**src/verilog/tron_pkg.sv**
```systemverilog
`default_nettype none

package tron_pkg;

	typedef logic [7:0] x_t;	// Column
	typedef logic [6:0] y_t;	// Row
	typedef logic [2:0] colour_t;
	typedef logic [3:0] score_t;	// Wraps at 16

	// Encoding gives each reverse heading as the XOR with 2'b10
	typedef enum logic [1:0] {
		HEAD_UP,
		HEAD_RIGHT,
		HEAD_DOWN,
		HEAD_LEFT
	} heading_t;

	typedef enum logic {
		PLAYER_1,
		PLAYER_2
	} player_t;

	typedef enum logic [3:0] {
		ST_IDLE,
		ST_CLEAR,
		ST_PLACE,
		ST_DRAW_P1,
		ST_DRAW_P2,
		ST_WAIT,
		ST_WALLS,
		ST_MOVE,
		ST_READ_P1,
		ST_CHECK_P1,
		ST_READ_P2,
		ST_CHECK_P2
	} state_t;

	// Field geometry
	localparam int FIELD_W = 160;
	localparam int FIELD_H = 120;
	localparam x_t LEFT_EDGE = 8'd1;
	localparam x_t RIGHT_EDGE = 8'd158;
	localparam y_t TOP_EDGE = 7'd1;
	localparam y_t BOTTOM_EDGE = 7'd118;

	localparam x_t P1_START_X = 8'd40;
	localparam x_t P2_START_X = 8'd100;
	localparam y_t START_Y = 7'd60;

	localparam colour_t BG_COLOUR = 3'd0;
	localparam colour_t P1_COLOUR = 3'd2;
	localparam colour_t P2_COLOUR = 3'd3;

	// Keyboard make codes
	localparam logic [7:0] KEY_START = 8'h29;
	localparam logic [7:0] KEY_P1_UP = 8'h1D;
	localparam logic [7:0] KEY_P1_RIGHT = 8'h23;
	localparam logic [7:0] KEY_P1_DOWN = 8'h1B;
	localparam logic [7:0] KEY_P1_LEFT = 8'h1C;
	localparam logic [7:0] KEY_P2_UP = 8'h75;
	localparam logic [7:0] KEY_P2_RIGHT = 8'h74;
	localparam logic [7:0] KEY_P2_DOWN = 8'h72;
	localparam logic [7:0] KEY_P2_LEFT = 8'h6B;

	// Scaled down from the 60 Hz board tick
	localparam int FRAME_TICKS = 64;
	localparam int WAIT_W = $clog2(FRAME_TICKS);

endpackage

`default_nettype wire
```
**src/verilog/key_decode.sv**
```systemverilog
`timescale 1ns/10ps
`default_nettype none

module key_decode (
	input wire clk,
	input wire resetn,
	input wire [7:0] scan_code,
	input wire scan_valid,
	input wire scan_make,
	output logic start,
	output tron_pkg::heading_t p1_req,
	output tron_pkg::heading_t p2_req
);

	import tron_pkg::*;

	logic key_event;

	// Break codes are ignored
	assign key_event = scan_valid && scan_make;

	always_ff @(posedge clk) begin
		if (!resetn) begin
			start <= 1'b0;
			p1_req <= HEAD_RIGHT;
			p2_req <= HEAD_LEFT;
		end else begin
			start <= key_event && (scan_code == KEY_START);
			if (key_event) begin
				case (scan_code)
					KEY_START: begin	// New round reloads the default headings
						p1_req <= HEAD_RIGHT;
						p2_req <= HEAD_LEFT;
					end
					KEY_P1_UP: p1_req <= HEAD_UP;
					KEY_P1_RIGHT: p1_req <= HEAD_RIGHT;
					KEY_P1_DOWN: p1_req <= HEAD_DOWN;
					KEY_P1_LEFT: p1_req <= HEAD_LEFT;
					KEY_P2_UP: p2_req <= HEAD_UP;
					KEY_P2_RIGHT: p2_req <= HEAD_RIGHT;
					KEY_P2_DOWN: p2_req <= HEAD_DOWN;
					KEY_P2_LEFT: p2_req <= HEAD_LEFT;
					default: ;	// Other keys change nothing
				endcase
			end
		end
	end

endmodule

`default_nettype wire

```
**config.mk**
```make
export PLATFORM = sky130hd
export DESIGN_NAME = key_decode
export DESIGN_NICKNAME = d
export VERILOG_FILES = /design/src/verilog/tron_pkg.sv /design/src/verilog/key_decode.sv
export SDC_FILE = /design/constraint.sdc
export NUM_CORES = 1
export LEC_CHECK = 0
export ABC_AREA = 1
export BUFFER_PORTS_ARGS = -buffer_cell sky130_fd_sc_hd__buf_4
export CAP_MARGIN = 20
export CORE_MARGIN = 8
export CORE_UTILIZATION = 25
export CTS_CLUSTER_DIAMETER = 200
export DETAILED_ROUTE_END_ITERATION = 8
export PLACE_DENSITY = 0.56
export SETUP_SLACK_MARGIN = 0.2
export SKIP_LAST_GASP = 1
export SYNTH_ARGS = -nofsm -noshare
export SYNTH_HDL_FRONTEND = slang
export SYNTH_SLANG_ARGS = --single-unit
```
**constraint.sdc**
```tcl
create_clock -name clk -period 1.69 [get_ports clk]
set_clock_uncertainty 0.1 [all_clocks]
set_input_delay 0.0845 -clock clk [delete_from_list [all_inputs] [get_ports clk]]
set_output_delay 0.0845 -clock clk [all_outputs]
set_load 0.01 [all_outputs]
```
==> impl_metrics.py <==
metrics = {
    "status": {
        "outcome": "finished, final reports clean",
    },
    "synthesis": {
        "syn_area_um2": 405.4,
        "synth_xor_area_frac": 0,
        "synth_seq_cells": 5,
        "yosysSeqAreaShare": 0.2469,
        "synthAdderAreaFrac": 0,
        "synth_compound_area_frac": 0.03704,
        "synthCells": 73,
        "yosysWarnings": 0,
        "syn_nets": 85,
        "synth.area.mux_share": 0,
        "synth_cell_types": 13,
        "synth-simple-area-share": 0.6235,
        "synth_top_family_by_area": "simple AND/OR/NAND/NOR gates",
        "avgSynthCellArea_um2": 5.553,
    },
    "timing": {
        "rsz0062_at_grt": "no",
        "max_freq_mhz": 1091,
        "worstMarginPinSlew_ns": 0.2692,
        "relSlewSlack": 0.8186,
        "hold_viol": 0,
        "drv_slew": 0,
        "finalSetupTns_ns": 0,
        "period_minus_slack_ns": 0.9168,
        "setup_viol": 0,
        "period_share": 0.5425,
    },
    "worst_setup_path": {
        "path_delay_family": "buffers and inverters",
        "rr_worst_depth": 2,
        "slowest_delay_ns": 0.53,
        "crit_slowest_cell": "dlygate4sd3_1",
        "cp_cell_sequence": "dlygate4sd3_1, buf_4, inv_1, a21oi_1, nand2_1",
        "required_ns": 1.72,
        "critPathKind": "in2reg",
        "cp-start-kind": "input port",
        "r2r_slack_ns": 0.99,
        "worstPathArrival_ns": 0.94,
        "rr_startpoint": "p2_req[1]",
        "crit_fanout": 4,
        "end_kind": "flip-flop",
        "critPathBufInv": 3,
        "r2r_end": "p2_req[1]",
    },
    "clocking": {
        "postCtsResizedCells": 0,
        "cts_max_path_buffers": 2,
        "cts_root_buf": "clkbuf_4",
        "clk_latency_ns": 0.24,
        "cts_htree_levels": 1,
        "clkSinkCount": 5,
        "cts_buffers": 3,
        "cts_tree": "built",
        "clk_pin_slew_worst_paths_ns": 0.04,
    },
    "global_routing": {
        "met1_usage": 0.06953,
        "grt_pass1_wl_um": 1704,
        "grt_pass1_vias": 462,
        "antenna_found_initial": 0,
        "grt-busiest-layer": "met2",
        "met2_usage": 0.1030,
        "grt_use_met3": 0.01798,
        "grt_max_degree": 7,
        "grt_util_all_layers": 0.06188,
        "overflow": 0,
    },
    "cells_and_area": {
        "layout_common_cells": "25 x nand2_1, 16 x buf_4, 10 x inv_1, 9 x nor2_1, 9 x nand3_1",
        "areaGrowthSynthToFinish_pct": 43.52,
        "fillCellCount": 174,
        "final_nets": 107,
        "layout_commonest_cell": "nand2_1",
        "drive_gt1_frac": 0.2872,
        "diodes": 0,
    },
    "floorplan": {
        "rows": 14,
        "die_y_um": 56.27,
        "start_util": 0.2691,
        "core_um2": 1506,
        "die_w_um": 56.27,
        "ios": 17,
        "dieArea_um2": 3166,
    },
    "route": {
        "antenna_left": 0,
        "first_pass_iters": 2,
        "wl_per_cell_um": 8.700,
        "wirelength_um": 957,
        "vias_per_cell": 4.382,
        "drc": 0,
        "drt_iter0_drc": 7,
        "vias": 482,
    },
    "placement": {
        "hpwl_um": 854.7,
        "buffer_ports.inserted": 16,
        "routabilityCongestion": 0.7779,
    },
    "worst_hold_path": {
        "hold_end": "start",
        "whs_path_depth": 3,
        "min_from": "scan_make",
        "hp-class": "in2reg",
    },
    "power": {
        "p_per_area_nw_per_um2": 537.5,
        "ir_drop_mv": 0.1702,
        "power_uw": 312.7,
        "leakage_nw": 0.3179,
    },
    "job": {
        "max_cap_viol_count": 0,
    },
}
==> routing by layer <==
layer / share of wire / wire, µm
met1: 0.46 / 437
met3: 0.030 / 29
met5: 0 / 0
met4: 0 / 0
met2: 0.51 / 491
==> kinds of logic (layout without fill, tap and decap cells) <==
group,after synthesis,count (layout)
simple gates,55,55
buf+inv,10,31
flops,5,5
compound gates,3,3
==> flip-flops by register name (all words and copies together), names as in the netlist <==
register	cells
p1_req	2
p2_req	2
start	1
==> final cells by class <==
cell class | count | area (µm²) | share of cell area
tap | 16 | 20.02 | 0.03441
multi-input combinational | 58 | 267.8 | 0.4602
inverter | 10 | 37.54 | 0.06452
timing repair buffer | 17 | 130.1 | 0.2237
sequential | 5 | 100.1 | 0.1720
clock buffer | 4 | 26.28 | 0.04516
==> timing repair <==
action,4_1_cts,5_1_grt
hold endpoints to repair,2,0
setup endpoints to repair,0,0
hold buffers,1,0
buffers inserted,0,0
==> tightest hold or removal path, delay by kind of cell <==
kind | cells | cell delay (ns)
simple gates | 2 | 0.15
buf+inv | 1 | 0.10
==> report_power, final <==
group / internal [mW] / switching [mW] / leakage [nW]
clock: 0.0890 / 0.0453 / 0.0150
sequential: 0.119 / 0.000201 / 0.0404
combinational: 0.0278 / 0.0315 / 0.263
total: 0.236 / 0.0770 / 0.318
==> cell usage after synthesis <==
master	count	area share
nand4_1	1	0.015
nor2_2	3	0.046
nand2_1	25	0.23
dfxtp_1	5	0.25
nand3_2	1	0.025
nor2_1	9	0.083
a21oi_1	1	0.012
o21ai_0	2	0.025
nand2_2	3	0.046
nor2_4	1	0.028
nor3_1	3	0.037
nand3_1	9	0.11
inv_1	10	0.093
==> worst max path at each step <==
stage / start / cells after the start / slack, ns / to
6_report: resetn / 5 / 0.77 / p2_req[1]
5_1_grt: scan_code[7] / 10 / 0.70 / p1_req[1]
4_1_cts: resetn / 4 / 0.77 / start
3_5_place_dp: scan_code[7] / 9 / 0.54 / p2_req[0]
3_3_place_gp: scan_code[7] / 9 / 0.59 / p2_req[0]
2_1_floorplan: scan_code[7] / 8 / 0.77 / p2_req[0]
==> stage by stage <==
step	util	setup WS (ns)	cells	hold WS, ns	cell area (µm²)
6_report	0.3862	0.7732	110	0.06300	581.8
5_1_grt	0.3862	0.7001	110	0.07605	581.8
4_1_cts	0.3862	0.7742	110	0.07431	581.8
3_5_place_dp	0.3621	0.5438	105	0.2173	545.5
3_3_place_gp	0.3621	0.5864	105	0.2134	545.5
2_1_floorplan	-	0.7736	73	0.06916	405.4
(Power assumes the default switching activity.)
