<file path="config.mk">
export PLATFORM = sky130hd
export DESIGN_NAME = game_control
export DESIGN_NICKNAME = d
export VERILOG_FILES = /design/src/verilog/tron_pkg.sv /design/src/verilog/game_control.sv
export SDC_FILE = /design/constraint.sdc
export NUM_CORES = 1
export LEC_CHECK = 0
export ABC_AREA = 1
export BUFFER_PORTS_ARGS = -buffer_cell sky130_fd_sc_hd__buf_2
export CAP_MARGIN = 20
export CORE_ASPECT_RATIO = 1.2
export CORE_MARGIN = 2
export CORE_UTILIZATION = 59
export CTS_CLUSTER_DIAMETER = 200
export DETAILED_ROUTE_END_ITERATION = 10
export GPL_TIMING_DRIVEN = 1
export PLACE_DENSITY = 0.88
export SYNTH_ARGS = -nofsm -noshare
export SYNTH_HDL_FRONTEND = slang
export SYNTH_SLANG_ARGS = --single-unit
</file>
<file path="constraint.sdc">
create_clock -name clk -period 2.4 [get_ports clk]
set_clock_uncertainty 0.1 [all_clocks]
set_input_delay 0.36 -clock clk [delete_from_list [all_inputs] [get_ports clk]]
set_output_delay 0.36 -clock clk [all_outputs]
set_load 0.05 [all_outputs]
</file>
<file path="src/verilog/tron_pkg.sv">
`default_nettype none

package tron_pkg;

	typedef logic [7:0] x_t;	// Column
	typedef logic [6:0] y_t;	// Row
	typedef logic [2:0] colour_t;
	typedef logic [3:0] score_t;	// Wraps at 16

	// Encoding gives each reverse heading as the XOR with 2'b10
	typedef enum logic [1:0] {
		HEAD_UP,
		HEAD_RIGHT,
		HEAD_DOWN,
		HEAD_LEFT
	} heading_t;

	typedef enum logic {
		PLAYER_1,
		PLAYER_2
	} player_t;

	typedef enum logic [3:0] {
		ST_IDLE,
		ST_CLEAR,
		ST_PLACE,
		ST_DRAW_P1,
		ST_DRAW_P2,
		ST_WAIT,
		ST_WALLS,
		ST_MOVE,
		ST_READ_P1,
		ST_CHECK_P1,
		ST_READ_P2,
		ST_CHECK_P2
	} state_t;

	// Field geometry
	localparam int FIELD_W = 160;
	localparam int FIELD_H = 120;
	localparam x_t LEFT_EDGE = 8'd1;
	localparam x_t RIGHT_EDGE = 8'd158;
	localparam y_t TOP_EDGE = 7'd1;
	localparam y_t BOTTOM_EDGE = 7'd118;

	localparam x_t P1_START_X = 8'd40;
	localparam x_t P2_START_X = 8'd100;
	localparam y_t START_Y = 7'd60;

	localparam colour_t BG_COLOUR = 3'd0;
	localparam colour_t P1_COLOUR = 3'd2;
	localparam colour_t P2_COLOUR = 3'd3;

	// Keyboard make codes
	localparam logic [7:0] KEY_START = 8'h29;
	localparam logic [7:0] KEY_P1_UP = 8'h1D;
	localparam logic [7:0] KEY_P1_RIGHT = 8'h23;
	localparam logic [7:0] KEY_P1_DOWN = 8'h1B;
	localparam logic [7:0] KEY_P1_LEFT = 8'h1C;
	localparam logic [7:0] KEY_P2_UP = 8'h75;
	localparam logic [7:0] KEY_P2_RIGHT = 8'h74;
	localparam logic [7:0] KEY_P2_DOWN = 8'h72;
	localparam logic [7:0] KEY_P2_LEFT = 8'h6B;

	// Scaled down from the 60 Hz board tick
	localparam int FRAME_TICKS = 64;
	localparam int WAIT_W = $clog2(FRAME_TICKS);

endpackage

`default_nettype wire
</file>
<file path="src/verilog/game_control.sv">
`timescale 1ns/10ps
`default_nettype none

module game_control (
	input wire clk,
	input wire resetn,
	input wire start,
	input wire crash,
	output logic clear_step,
	output logic place,
	output logic move,
	output logic check_walls,
	output logic check_trail,
	output tron_pkg::player_t sel,
	output tron_pkg::x_t clr_x,
	output tron_pkg::y_t clr_y,
	output logic grid_rd,
	output logic grid_wr
);

	import tron_pkg::*;

	state_t state, next_state;
	logic [WAIT_W-1:0] wait_cnt;
	logic clr_last;

	assign clr_last = (clr_x == RIGHT_EDGE) && (clr_y == BOTTOM_EDGE);

	always_comb begin
		next_state = state;
		case (state)
			ST_IDLE: if (start) next_state = ST_CLEAR;
			ST_CLEAR: if (clr_last) next_state = ST_PLACE;
			ST_PLACE: next_state = ST_DRAW_P1;
			ST_DRAW_P1: next_state = crash ? ST_IDLE : ST_DRAW_P2;	// After P2 trail check
			ST_DRAW_P2: next_state = ST_WAIT;
			ST_WAIT: if (wait_cnt == WAIT_W'(FRAME_TICKS - 1)) next_state = ST_WALLS;
			ST_WALLS: next_state = ST_MOVE;
			ST_MOVE: next_state = crash ? ST_IDLE : ST_READ_P1;	// After wall check
			ST_READ_P1: next_state = ST_CHECK_P1;
			ST_CHECK_P1: next_state = ST_READ_P2;
			ST_READ_P2: next_state = crash ? ST_IDLE : ST_CHECK_P2;	// After P1 trail check
			ST_CHECK_P2: next_state = ST_DRAW_P1;
			default: next_state = ST_IDLE;
		endcase
	end

	// Strobes decode from state; a pending crash suppresses the step it would start
	always_comb begin
		clear_step = (state == ST_CLEAR);
		place = (state == ST_PLACE);
		check_walls = (state == ST_WALLS);
		move = (state == ST_MOVE) && !crash;
		check_trail = (state == ST_CHECK_P1) || (state == ST_CHECK_P2);
		grid_rd = (state == ST_READ_P1) || ((state == ST_READ_P2) && !crash);
		grid_wr = ((state == ST_DRAW_P1) && !crash) || (state == ST_DRAW_P2);
		case (state)
			ST_DRAW_P2, ST_READ_P2, ST_CHECK_P2: sel = PLAYER_2;
			default: sel = PLAYER_1;
		endcase
	end

	always_ff @(posedge clk) begin
		if (!resetn) begin
			state <= ST_IDLE;
			clr_x <= LEFT_EDGE;
			clr_y <= TOP_EDGE;
			wait_cnt <= '0;
		end else begin
			state <= next_state;
			// Raster scan with x running fastest that wraps to the corner for the next round
			if (state == ST_CLEAR) begin
				if (clr_x == RIGHT_EDGE) begin
					clr_x <= LEFT_EDGE;
					clr_y <= (clr_y == BOTTOM_EDGE) ? TOP_EDGE : clr_y + 7'd1;
				end else begin
					clr_x <= clr_x + 8'd1;
				end
			end
			wait_cnt <= (state == ST_WAIT) ? wait_cnt + 1'b1 : '0;
		end
	end

	// Walls are checked the cycle before a move, never alongside it
	a_move_after_walls: assert property (
		@(posedge clk) disable iff (!resetn) move |-> $past(check_walls));

	// A crashed round draws nothing more
	a_no_draw_after_crash: assert property (
		@(posedge clk) disable iff (!resetn) grid_wr |-> !crash);

endmodule

`default_nettype wire

</file>
==> impl_metrics.py <==
metrics = {
    "setup_path": {
        "path_buf_inv": 3,
        "start_kind": "flip-flop",
        "crit_chain": "inv_2 > nor2_1 > nand2_1 > nor2_1 > a21oi_1 > inv_1 > buf_2",
        "crit_family": "flip-flops",
        "critPathRequiredTime_ps": 1940,
        "arrival_ps": 1600,
        "cpMostUsedCell": "nor2_1",
        "worst-path-stages": 7,
        "worstPathMaxFanout": 6,
        "critPathCaptureType": "primary output",
        "max_stage_delay_ps": 500,
        "crit_slowest_cell": "dfxtp_1",
        "ff2ff_path_depth": 9,
        "critPathKind": "reg -> out",
    },
    "yosys": {
        "post_synth.cell_area_avg_um2": 6.85,
        "ys_warn_count": 0,
        "yosysSeqAreaShare_pct": 34.0,
        "synth_fp_nets": 224,
        "syn_inst": 215,
        "syn_area_um2": 1470,
        "synth_cell_types": 25,
        "synth-seq-cells": 25,
    },
    "global_routing": {
        "antenna_found_initial": 0,
        "globalRouteTotalUtil_pct": 20.9,
        "grt_pass1_vias": 1173,
        "grt_pass1_wl_mm": 4.81,
        "grt_max_degree": 15,
        "gr-total-overflow": 0,
    },
    "floorplan": {
        "core_area_um2": 2330,
        "num_rows": 19,
        "die_area_um2": 2910,
        "fp.dieH_um": 58.7,
        "start_util_pct": 63.2,
        "io_pins": 27,
        "die_w_um": 49.6,
    },
    "hold_path": {
        "hp-class": "in -> reg",
        "min_path_cells": 3,
    },
    "pwr": {
        "power.leakage_nw": 0.853,
        "irDropWorstVdd_mv": 0.362,
        "power_density_nw_per_um2": 487,
    },
    "drt": {
        "drtAntennaViolNets": 0,
        "drc": 0,
        "routed_wl_mm": 2.80,
        "wire_per_inst_um": 10.2,
        "vias_per_cell": 4.95,
        "dr.first_iter.drc_count": 56,
        "vias": 1367,
        "firstDrtPassIters": 4,
    },
    "clocking": {
        "cts_hold_buf": 0,
        "cts-resized-gates": 0,
        "cts_tree": "yes",
        "clk_latency_ps": 320,
        "clockRootBuffer": "clkbuf_4",
        "path_clk_slew_ps": 130,
        "clockBufferDepth": 2,
        "cts_buffers": 3,
        "cts.sinks": 25,
        "cts_setup_buffers": 0,
        "cts_max_level": 1,
    },
    "final_layout": {
        "drive_gt1_share_pct": 21.2,
        "post-route-util_pct": 71.6,
        "final_cell_mix": "49 x nand2_1, 39 x nor2_1, 27 x inv_1",
        "stdcell_count": 276,
        "diodes": 0,
        "final_common_cell": "nand2_1",
        "syn_to_final_growth_pct": 13.3,
        "layout.nets": 255,
    },
    "timing": {
        "hold_viol_final": 0,
        "finalSetupTns_ps": 0,
        "tightest_slew_ps": 287,
        "fin_crit_sh_pct": 86.0,
        "max_slew_margin_pct": 80.8,
        "finalSetupViolCount": 0,
        "period_minus_slack_ps": 2060,
        "max_freq_ghz": 0.484,
        "rsz0062_at_grt": "no",
        "maxSlewViolCount": 0,
    },
    "placement": {
        "hpwl_mm": 2.15,
        "placed_cells": 272,
        "gp_congestion": 0.897,
        "io_buffers": 26,
    },
    "status": {
        "status": "completed",
    },
    "flow_run": {
        "maxCapViolCount": 0,
    },
}
worst min-delay path, stage by stage:
cell	delay, ps
buf_2	90
o21ai_0	70
nor2_1	90
logic make-up (layout without fill, tap and decap cells):
logic type      after synthesis  in the layout  synth area share, %
simple gates                128            128                 43.9
compound gates               23             23                 8.50
flops                        25             25                 34.0
buf+inv                      32             62                 8.16
xor+xnor                      2              2                 1.19
fa+ha+maj                     5              5                 4.25
Yosys cell counts:
library cell,n,area share (%)
nand4_1,4,1.7
xor2_1,1,0.59
nor2_4,5,3.8
o21bai_2,1,0.76
nor3b_1,2,1.0
xnor2_1,1,0.59
ha_1,5,4.2
nand2_4,4,3.1
inv_2,5,1.3
nor2_2,1,0.43
nand2_2,3,1.3
a31oi_1,1,0.43
nand3b_1,1,0.51
a211oi_1,1,0.51
nor2_8,2,2.7
o21ai_0,7,2.4
inv_1,27,6.9
nand2_1,49,12
nand3_4,1,1.2
dfxtp_1,25,34
o21ai_1,3,1.0
nor2_1,39,9.9
nor3_1,3,1.0
a21oi_1,10,3.4
nand3_1,14,4.8
final timing paths:
path,from,slack (ps),endpoint
worst max-delay path,state[1],340,grid_rd
worst min-delay path,start,220,state[0]
worst max register to register,clr_y[0],810,state[0]
worst min register to register,wait_cnt[0],380,wait_cnt[0]
routing by layer:
metal | global-route usage, % | vias up | part of all wire, %
li1 | - | 743 | -
met4 | 8.33 | 0 | 1.0
met3 | 2.28 | 4 | 4.1
met5 | 0 | - | 0
met1 | 26.1 | 593 | 44
met2 | 36.8 | 27 | 50
through the flow:
| step | total power [mW] | setup WS (ps) | instance area [um2] | hold WS [ps] |
|---|---|---|---|---|
| 4_1_cts | 0.820 | 342 | 1670 | 216 |
| 2_1_floorplan | 0.598 | 200 | 1470 | 330 |
| 6_report | 0.812 | 336 | 1670 | 220 |
| 3_5_place_dp | 0.632 | 706 | 1640 | 354 |
| 5_1_grt | 0.851 | 194 | 1670 | 246 |
| 3_3_place_gp | 0.631 | 758 | 1640 | 345 |
cell type report:
type	count	area, um2
Multi-Input combinational cell	158	852
Fill cell	212	661
Clock inverter	1	5.00
Clock buffer	3	22.5
Timing Repair Buffer	26	130
Inverter	32	120
Sequential cell	25	500
Tap cell	31	38.8
sequential cells by signal, summed over array words and instances, names as in the netlist:
| signal | cells |
|---|---|
| clr_x | 8 |
| clr_y | 7 |
| state | 4 |
| wait_cnt | 6 |
where the power goes:
group          switching, mW  internal (mW)  leakage [nW]
clock                  0.126         0.0624        0.0177
combinational          0.128         0.0506         0.634
sequential            0.0177          0.427         0.202
total                  0.272          0.541         0.853
(Power assumes the default switching activity.)
