**src/verilog/tron_pkg.sv**
```systemverilog
`default_nettype none

package tron_pkg;

	typedef logic [7:0] x_t;	// Column
	typedef logic [6:0] y_t;	// Row
	typedef logic [2:0] colour_t;
	typedef logic [3:0] score_t;	// Wraps at 16

	// Encoding gives each reverse heading as the XOR with 2'b10
	typedef enum logic [1:0] {
		HEAD_UP,
		HEAD_RIGHT,
		HEAD_DOWN,
		HEAD_LEFT
	} heading_t;

	typedef enum logic {
		PLAYER_1,
		PLAYER_2
	} player_t;

	typedef enum logic [3:0] {
		ST_IDLE,
		ST_CLEAR,
		ST_PLACE,
		ST_DRAW_P1,
		ST_DRAW_P2,
		ST_WAIT,
		ST_WALLS,
		ST_MOVE,
		ST_READ_P1,
		ST_CHECK_P1,
		ST_READ_P2,
		ST_CHECK_P2
	} state_t;

	// Field geometry
	localparam int FIELD_W = 160;
	localparam int FIELD_H = 120;
	localparam x_t LEFT_EDGE = 8'd1;
	localparam x_t RIGHT_EDGE = 8'd158;
	localparam y_t TOP_EDGE = 7'd1;
	localparam y_t BOTTOM_EDGE = 7'd118;

	localparam x_t P1_START_X = 8'd40;
	localparam x_t P2_START_X = 8'd100;
	localparam y_t START_Y = 7'd60;

	localparam colour_t BG_COLOUR = 3'd0;
	localparam colour_t P1_COLOUR = 3'd2;
	localparam colour_t P2_COLOUR = 3'd3;

	// Keyboard make codes
	localparam logic [7:0] KEY_START = 8'h29;
	localparam logic [7:0] KEY_P1_UP = 8'h1D;
	localparam logic [7:0] KEY_P1_RIGHT = 8'h23;
	localparam logic [7:0] KEY_P1_DOWN = 8'h1B;
	localparam logic [7:0] KEY_P1_LEFT = 8'h1C;
	localparam logic [7:0] KEY_P2_UP = 8'h75;
	localparam logic [7:0] KEY_P2_RIGHT = 8'h74;
	localparam logic [7:0] KEY_P2_DOWN = 8'h72;
	localparam logic [7:0] KEY_P2_LEFT = 8'h6B;

	// Scaled down from the 60 Hz board tick
	localparam int FRAME_TICKS = 64;
	localparam int WAIT_W = $clog2(FRAME_TICKS);

endpackage

`default_nettype wire
```
**src/verilog/cycle_mover.sv**
```systemverilog
`timescale 1ns/10ps
`default_nettype none

module cycle_mover (
	input wire clk,
	input wire resetn,
	input wire place,
	input wire move,
	input wire check_walls,
	input wire check_trail,
	input wire clear_step,
	input wire grid_wr,
	input wire hit,
	input wire tron_pkg::player_t sel,
	input wire tron_pkg::x_t clr_x,
	input wire tron_pkg::y_t clr_y,
	input wire tron_pkg::heading_t p1_req,
	input wire tron_pkg::heading_t p2_req,
	output logic crash,
	output logic plot,
	output tron_pkg::x_t plot_x,
	output tron_pkg::x_t head_x,
	output tron_pkg::y_t plot_y,
	output tron_pkg::y_t head_y,
	output tron_pkg::y_t clear_row,
	output tron_pkg::colour_t plot_colour,
	output tron_pkg::score_t p1_score,
	output tron_pkg::score_t p2_score
);

	import tron_pkg::*;

	x_t p1_x, p2_x;
	y_t p1_y, p2_y;
	heading_t p1_head, p2_head;
	logic p1_dead, p2_dead;
	logic p1_wall, p2_wall;

	function automatic heading_t steer(heading_t cur, heading_t req);
		if (req == heading_t'(cur ^ 2'b10))	// No U-turns
			return cur;
		return req;
	endfunction

	function automatic logic at_wall(x_t x, y_t y, heading_t h);
		case (h)
			HEAD_UP: return y == TOP_EDGE;
			HEAD_RIGHT: return x == RIGHT_EDGE;
			HEAD_DOWN: return y == BOTTOM_EDGE;
			default: return x == LEFT_EDGE;
		endcase
	endfunction

	// Heading is committed at the wall check so the check sees the next step
	assign p1_wall = at_wall(p1_x, p1_y, steer(p1_head, p1_req));
	assign p2_wall = at_wall(p2_x, p2_y, steer(p2_head, p2_req));

	assign crash = p1_dead || p2_dead;
	assign head_x = clear_step ? clr_x : (sel == PLAYER_1 ? p1_x : p2_x);	// Grid sees column on clear
	assign head_y = (sel == PLAYER_1) ? p1_y : p2_y;
	assign clear_row = clr_y;

	always_ff @(posedge clk) begin
		if (!resetn) begin
			p1_dead <= 1'b0;
			p2_dead <= 1'b0;
			p1_score <= '0;
			p2_score <= '0;
		end else if (place) begin
			p1_dead <= 1'b0;
			p2_dead <= 1'b0;
		end else if (check_walls) begin
			if (p1_wall) begin
				p1_dead <= 1'b1;
				p2_score <= p2_score + 4'd1;
			end
			if (p2_wall) begin
				p2_dead <= 1'b1;
				p1_score <= p1_score + 4'd1;
			end
		end else if (check_trail && hit) begin
			if (sel == PLAYER_1) begin
				p1_dead <= 1'b1;
				p2_score <= p2_score + 4'd1;
			end else begin
				p2_dead <= 1'b1;
				p1_score <= p1_score + 4'd1;
			end
		end
	end

	// Positions and headings
	always_ff @(posedge clk) begin
		if (place) begin
			p1_x <= P1_START_X;
			p1_y <= START_Y;
			p2_x <= P2_START_X;
			p2_y <= START_Y;
			p1_head <= HEAD_RIGHT;
			p2_head <= HEAD_LEFT;
		end else if (check_walls) begin
			p1_head <= steer(p1_head, p1_req);
			p2_head <= steer(p2_head, p2_req);
		end else if (move) begin
			case (p1_head)
				HEAD_UP: p1_y <= p1_y - 7'd1;
				HEAD_RIGHT: p1_x <= p1_x + 8'd1;
				HEAD_DOWN: p1_y <= p1_y + 7'd1;
				default: p1_x <= p1_x - 8'd1;
			endcase
			case (p2_head)
				HEAD_UP: p2_y <= p2_y - 7'd1;
				HEAD_RIGHT: p2_x <= p2_x + 8'd1;
				HEAD_DOWN: p2_y <= p2_y + 7'd1;
				default: p2_x <= p2_x - 8'd1;
			endcase
		end
	end

	// Pixel stream
	always_ff @(posedge clk) begin
		if (!resetn)
			plot <= 1'b0;
		else
			plot <= clear_step || grid_wr;
	end

	always_ff @(posedge clk) begin
		if (clear_step) begin
			plot_x <= clr_x;
			plot_y <= clr_y;
			plot_colour <= BG_COLOUR;
		end else if (grid_wr) begin
			plot_x <= head_x;
			plot_y <= head_y;
			plot_colour <= (sel == PLAYER_1) ? P1_COLOUR : P2_COLOUR;
		end
	end

	a_plot_in_field: assert property (
		@(posedge clk) disable iff (!resetn)
		plot |-> (plot_x >= LEFT_EDGE) && (plot_x <= RIGHT_EDGE)
			&& (plot_y >= TOP_EDGE) && (plot_y <= BOTTOM_EDGE));

endmodule

`default_nettype wire

```
**config.mk**
```make
export PLATFORM = sky130hd
export DESIGN_NAME = cycle_mover
export DESIGN_NICKNAME = d
export VERILOG_FILES = /design/src/verilog/tron_pkg.sv /design/src/verilog/cycle_mover.sv
export SDC_FILE = /design/constraint.sdc
export NUM_CORES = 1
export LEC_CHECK = 0
export BUFFER_PORTS_ARGS = -buffer_cell sky130_fd_sc_hd__clkbuf_2
export CAP_MARGIN = 10
export CORE_AREA = 3 3 115 117
export CTS_BUF_LIST = sky130_fd_sc_hd__clkbuf_4
export CTS_CLUSTER_SIZE = 40
export DETAILED_ROUTE_END_ITERATION = 8
export DIE_AREA = 0 0 118 120
export HOLD_SLACK_MARGIN = 0.15
export PLACE_DENSITY = 0.59
export SYNTH_ARGS = -nofsm -noshare
export SYNTH_HDL_FRONTEND = slang
export SYNTH_SLANG_ARGS = --single-unit
```
**constraint.sdc**
```tcl
create_clock -name clk -period 2.35 [get_ports clk]
set_clock_uncertainty 0.15 [all_clocks]
set_input_delay 0.3525 -clock clk [delete_from_list [all_inputs] [get_ports clk]]
set_output_delay 0.3525 -clock clk [all_outputs]
set_load 0.05 [all_outputs]
```
==> reports/qor.csv <==
stage,metric,value,unit
run_status,outcome,finished clean,
sta,final worst setup slack,98.1,ps
die,row cnt,41,
clock_tree,cts bufs inserted,9,
power_and_ir_drop,P_sw,0.825,mW
synth,Syn. warnings,0,
die,Die W,118,um
sta,FMAX,444,MHz
die,die area,14200,sq um
sta,Worst Hold Slack,220,ps
die,# IOs,79,
worst_setup_path,Setup CP Type,in2reg,
place,GPL Wtd Cong,0.874,
clock_tree,postcts setup bufs,0,
clock_tree,Max Root-Sink Buffers,2,
route,DR vias/cell,4.83,
sta,slew at the pin with the worst max-slew slack,536,ps
die,Initial Util,0.296,
route,antenna-violating nets left,0,
job,Max Cap Viol,0,
place,Placed Area,4270,sq um
worst_hold_path,Worst Hold Class,in2reg,
clock_tree,"Reg clk slew, reported paths",110,ps
synth,"area leader, netlist",dfxtp_1,
worst_setup_path,Worst setup SP type,primary input,
route,via count,3329,
grt,initial antenna violation count,0,
grt,vias in the first global route,3293,
power_and_ir_drop,Lkg Pwr,1.93,nW
power_and_ir_drop,PD cells,554,nW/um^2
place,placed cells,651,
power_and_ir_drop,Power Total,2.58,mW
sta,Final Setup Violations,0,
place,DP Wirelength,7060,um
route,Initial DRT Pass Iterations,4,
worst_setup_path,FF-to-FF path depth,6,
sta,Final min period,2250,ps
synth,syn nets,471,
grt,grt ovf,0,
synth,"top cells by area, synth","dfxtp_1 (25%), edfxtp_1 (12%), ha_1 (6.1%), mux2i_1 (5.4%), nor2_1 (4.2%)",
sta,Fin. Hold Viols,0,
synth,synthesized instance count,424,
power_and_ir_drop,Flop pwr share,0.458,
place,Port Buffers,77,
power_and_ir_drop,Int Power,1.76,mW
synth,Post-synth ARST share,0,
synth,sequential-to-total area share from yosys stat,0.376,
grt,global-route wire length before repair,16300,um
power_and_ir_drop,worst ir drop on vdd,0.553,mV
cells_and_area,filler cell count,1273,
worst_setup_path,critical-path maximum fanout,6,
synth,share of the synthesized area in the top cell type,0.255,
route,Residual DRC,0,
power_and_ir_drop,clock network power share,0.325,
synth,syn avg cell area,8.72,sq um
cells_and_area,Layout Nets,559,
synth,mapped cell area,3700,sq um
grt,GRT Overall Usage,0.143,
route,drt wl/cell,14.1,um
synth,top_reg_cell synth,dfxtp_1,
place,worst slack at placement,189,ps
cells_and_area,Finished Cell Area,4670,sq um
worst_setup_path,"Req. time, crit path",2570,ps
synth,Cell variety after synth,49,
sta,Pins Over Slew Limit,0,
clock_tree,clock sinks,62,
sta,Slew HR,0.642,
sta,period utilization,0.958,
route,Post-Route WL,9740,um
cells_and_area,Synth-to-Final Area Change,26.2,%
power_and_ir_drop,Switching Share,0.319,
clock_tree,clk_lat worst skew,430,ps
worst_setup_path,CP Capture Type,flop,
clock_tree,Root Driver,clkbuf_4,
route,Detailed Route Iter0 Violations,217,
grt,largest net degree at the start of global routing,35,
cells_and_area,antenna cells,0,
clock_tree,TritonCTS clock tree,done,
worst_hold_path,hold path cells,3,
cells_and_area,fraction of layout cells with a size suffix above 1,0.257,
die,die height,120,um
synth,count of flip-flops with a built-in enable after synthesis,15,
clock_tree,H-tree level count,3,
cells_and_area,Non-Filler Instances,689,
die,Core ar.,12500,sq um
worst_setup_path,CP arrival,2470,ps
synth,Yosys reg bits,62,
power_and_ir_drop,combinational share of power,0.217,
-- worst max-delay path, stage by stage --
cell and delay, ps:
dlygate4sd3_1 530, clkbuf_4 200, xor2_4 180, mux2i_1 280, nor3_2 110, o32a_1 330, or3_1 360, a21boi_1 140
-- through the flow --
stage               setup TNS, ps  utilization
detailed placement              0        0.342
global route                -7.35        0.374
floorplan                       0            -
finish                          0        0.374
global placement                0        0.342
CTS                             0        0.372
-- power groups by stage --
stage               clock, mW  sequential, mW  combinational (mW)
finish                  0.840            1.18               0.560
global route            0.925            1.19               0.608
CTS                     0.877            1.18               0.557
detailed placement          0            1.21               0.527
global placement            0            1.21               0.519
floorplan                   0            1.29               0.314
-- state kept, by name, indices dropped and copies added, names as in the netlist --
signal / cells
p2_y: 7
p2_dead: 1
p1_y: 7
p1_head: 2
plot: 1
p2_x: 8
p2_head: 2
p1_x: 8
plot_y: 7
plot_colour: 2
p2_score: 4
p1_dead: 1
plot_x: 8
p1_score: 4
-- cell usage in the layout (no fill, tap or decap), types with 3 or more instances in the layout --
cell	count
inv_1	13
and3_1	5
clkbuf_4	11
nor2_1	41
edfxtp_1	15
o211ai_1	4
nand4_1	6
xor2_1	15
o32ai_1	3
clkbuf_2	76
or2_2	3
dlygate4sd3_1	22
nand3_1	13
nor4_1	7
o21ai_2	8
clkinv_1	3
nand3b_1	4
mux2i_1	20
nor3_1	15
buf_4	14
ha_1	18
a21oi_1	10
a211oi_1	5
dfxtp_1	47
nor2b_1	6
o21ai_0	13
nand2_1	35
xnor2_1	15
and2_1	3
a31oi_1	3
nand2b_1	20
mux2_2	12
-- area by class of cell --
class                   count  area (sq um)  area share
clock buffers              10          75.1      0.0161
clock inverters             6          76.3      0.0164
inverters                  13          48.8      0.0105
multi-input cells         313          2150       0.460
flip-flops and latches     62          1390       0.298
well taps                 172           215      0.0461
repair buffers            113           713       0.153
-- repair_timing --
action,CTS,global route
gates resized for setup,0,7
hold endpoints to repair,23,0
hold buffers,22,0
setup endpoints to repair,0,5
-- cells by family (layout without fill, tap and decap cells) --
| family | after synthesis | in the layout | synth area share |
|---|---|---|---|
| simple gates | 169 | 169 | 0.231 |
| compound gates | 62 | 62 | 0.107 |
| flops | 62 | 62 | 0.376 |
| buf+inv | 49 | 142 | 0.0582 |
| mux | 32 | 32 | 0.0907 |
| xor+xnor | 31 | 31 | 0.0755 |
| fa+ha+maj | 18 | 18 | 0.0609 |
| other cells | 1 | 1 | 0.00101 |
-- routing by layer --
metal / global-route usage / share of wire / up-vias
met2: 0.229 / 0.46 / 106
met4: 0.0498 / 0.010 / 0
li1: - / - / 1645
met3: 0.0448 / 0.067 / 9
met1: 0.182 / 0.46 / 1569
met5: 0 / 0 / -
-- synthesized netlist by cell type, types with 2 or more instances --
master	instances
xor2_1	15
buf_4	8
nand4b_1	2
edfxtp_1	15
nand4_1	6
nor3b_1	2
ha_1	18
mux2i_1	20
nand2b_1	20
o21bai_1	2
a211oi_1	5
or2_2	3
mux2_2	12
nor2b_1	6
buf_1	2
and3_1	5
nor3_1	16
o21ai_0	23
nand2_1	35
dfxtp_1	47
nor2_1	41
o31ai_1	2
inv_1	13
a31oi_1	3
nand3b_1	4
or4_1	2
o32ai_1	3
o211ai_1	4
and2_1	3
xnor2_1	15
nor4_1	8
clkbuf_1	25
a21oi_1	11
nand3_1	13
-- final timing paths --
path | startpoint | to | slack [ps]
min reg2reg | plot_colour[1] | plot_colour[1] | 330
max | p1_req[0] | p2_score[3] | 100
max reg2reg | p1_head[0] | p2_score[3] | 200
min | resetn | p2_score[2] | 220
Power figures use the tool's default switching activity.
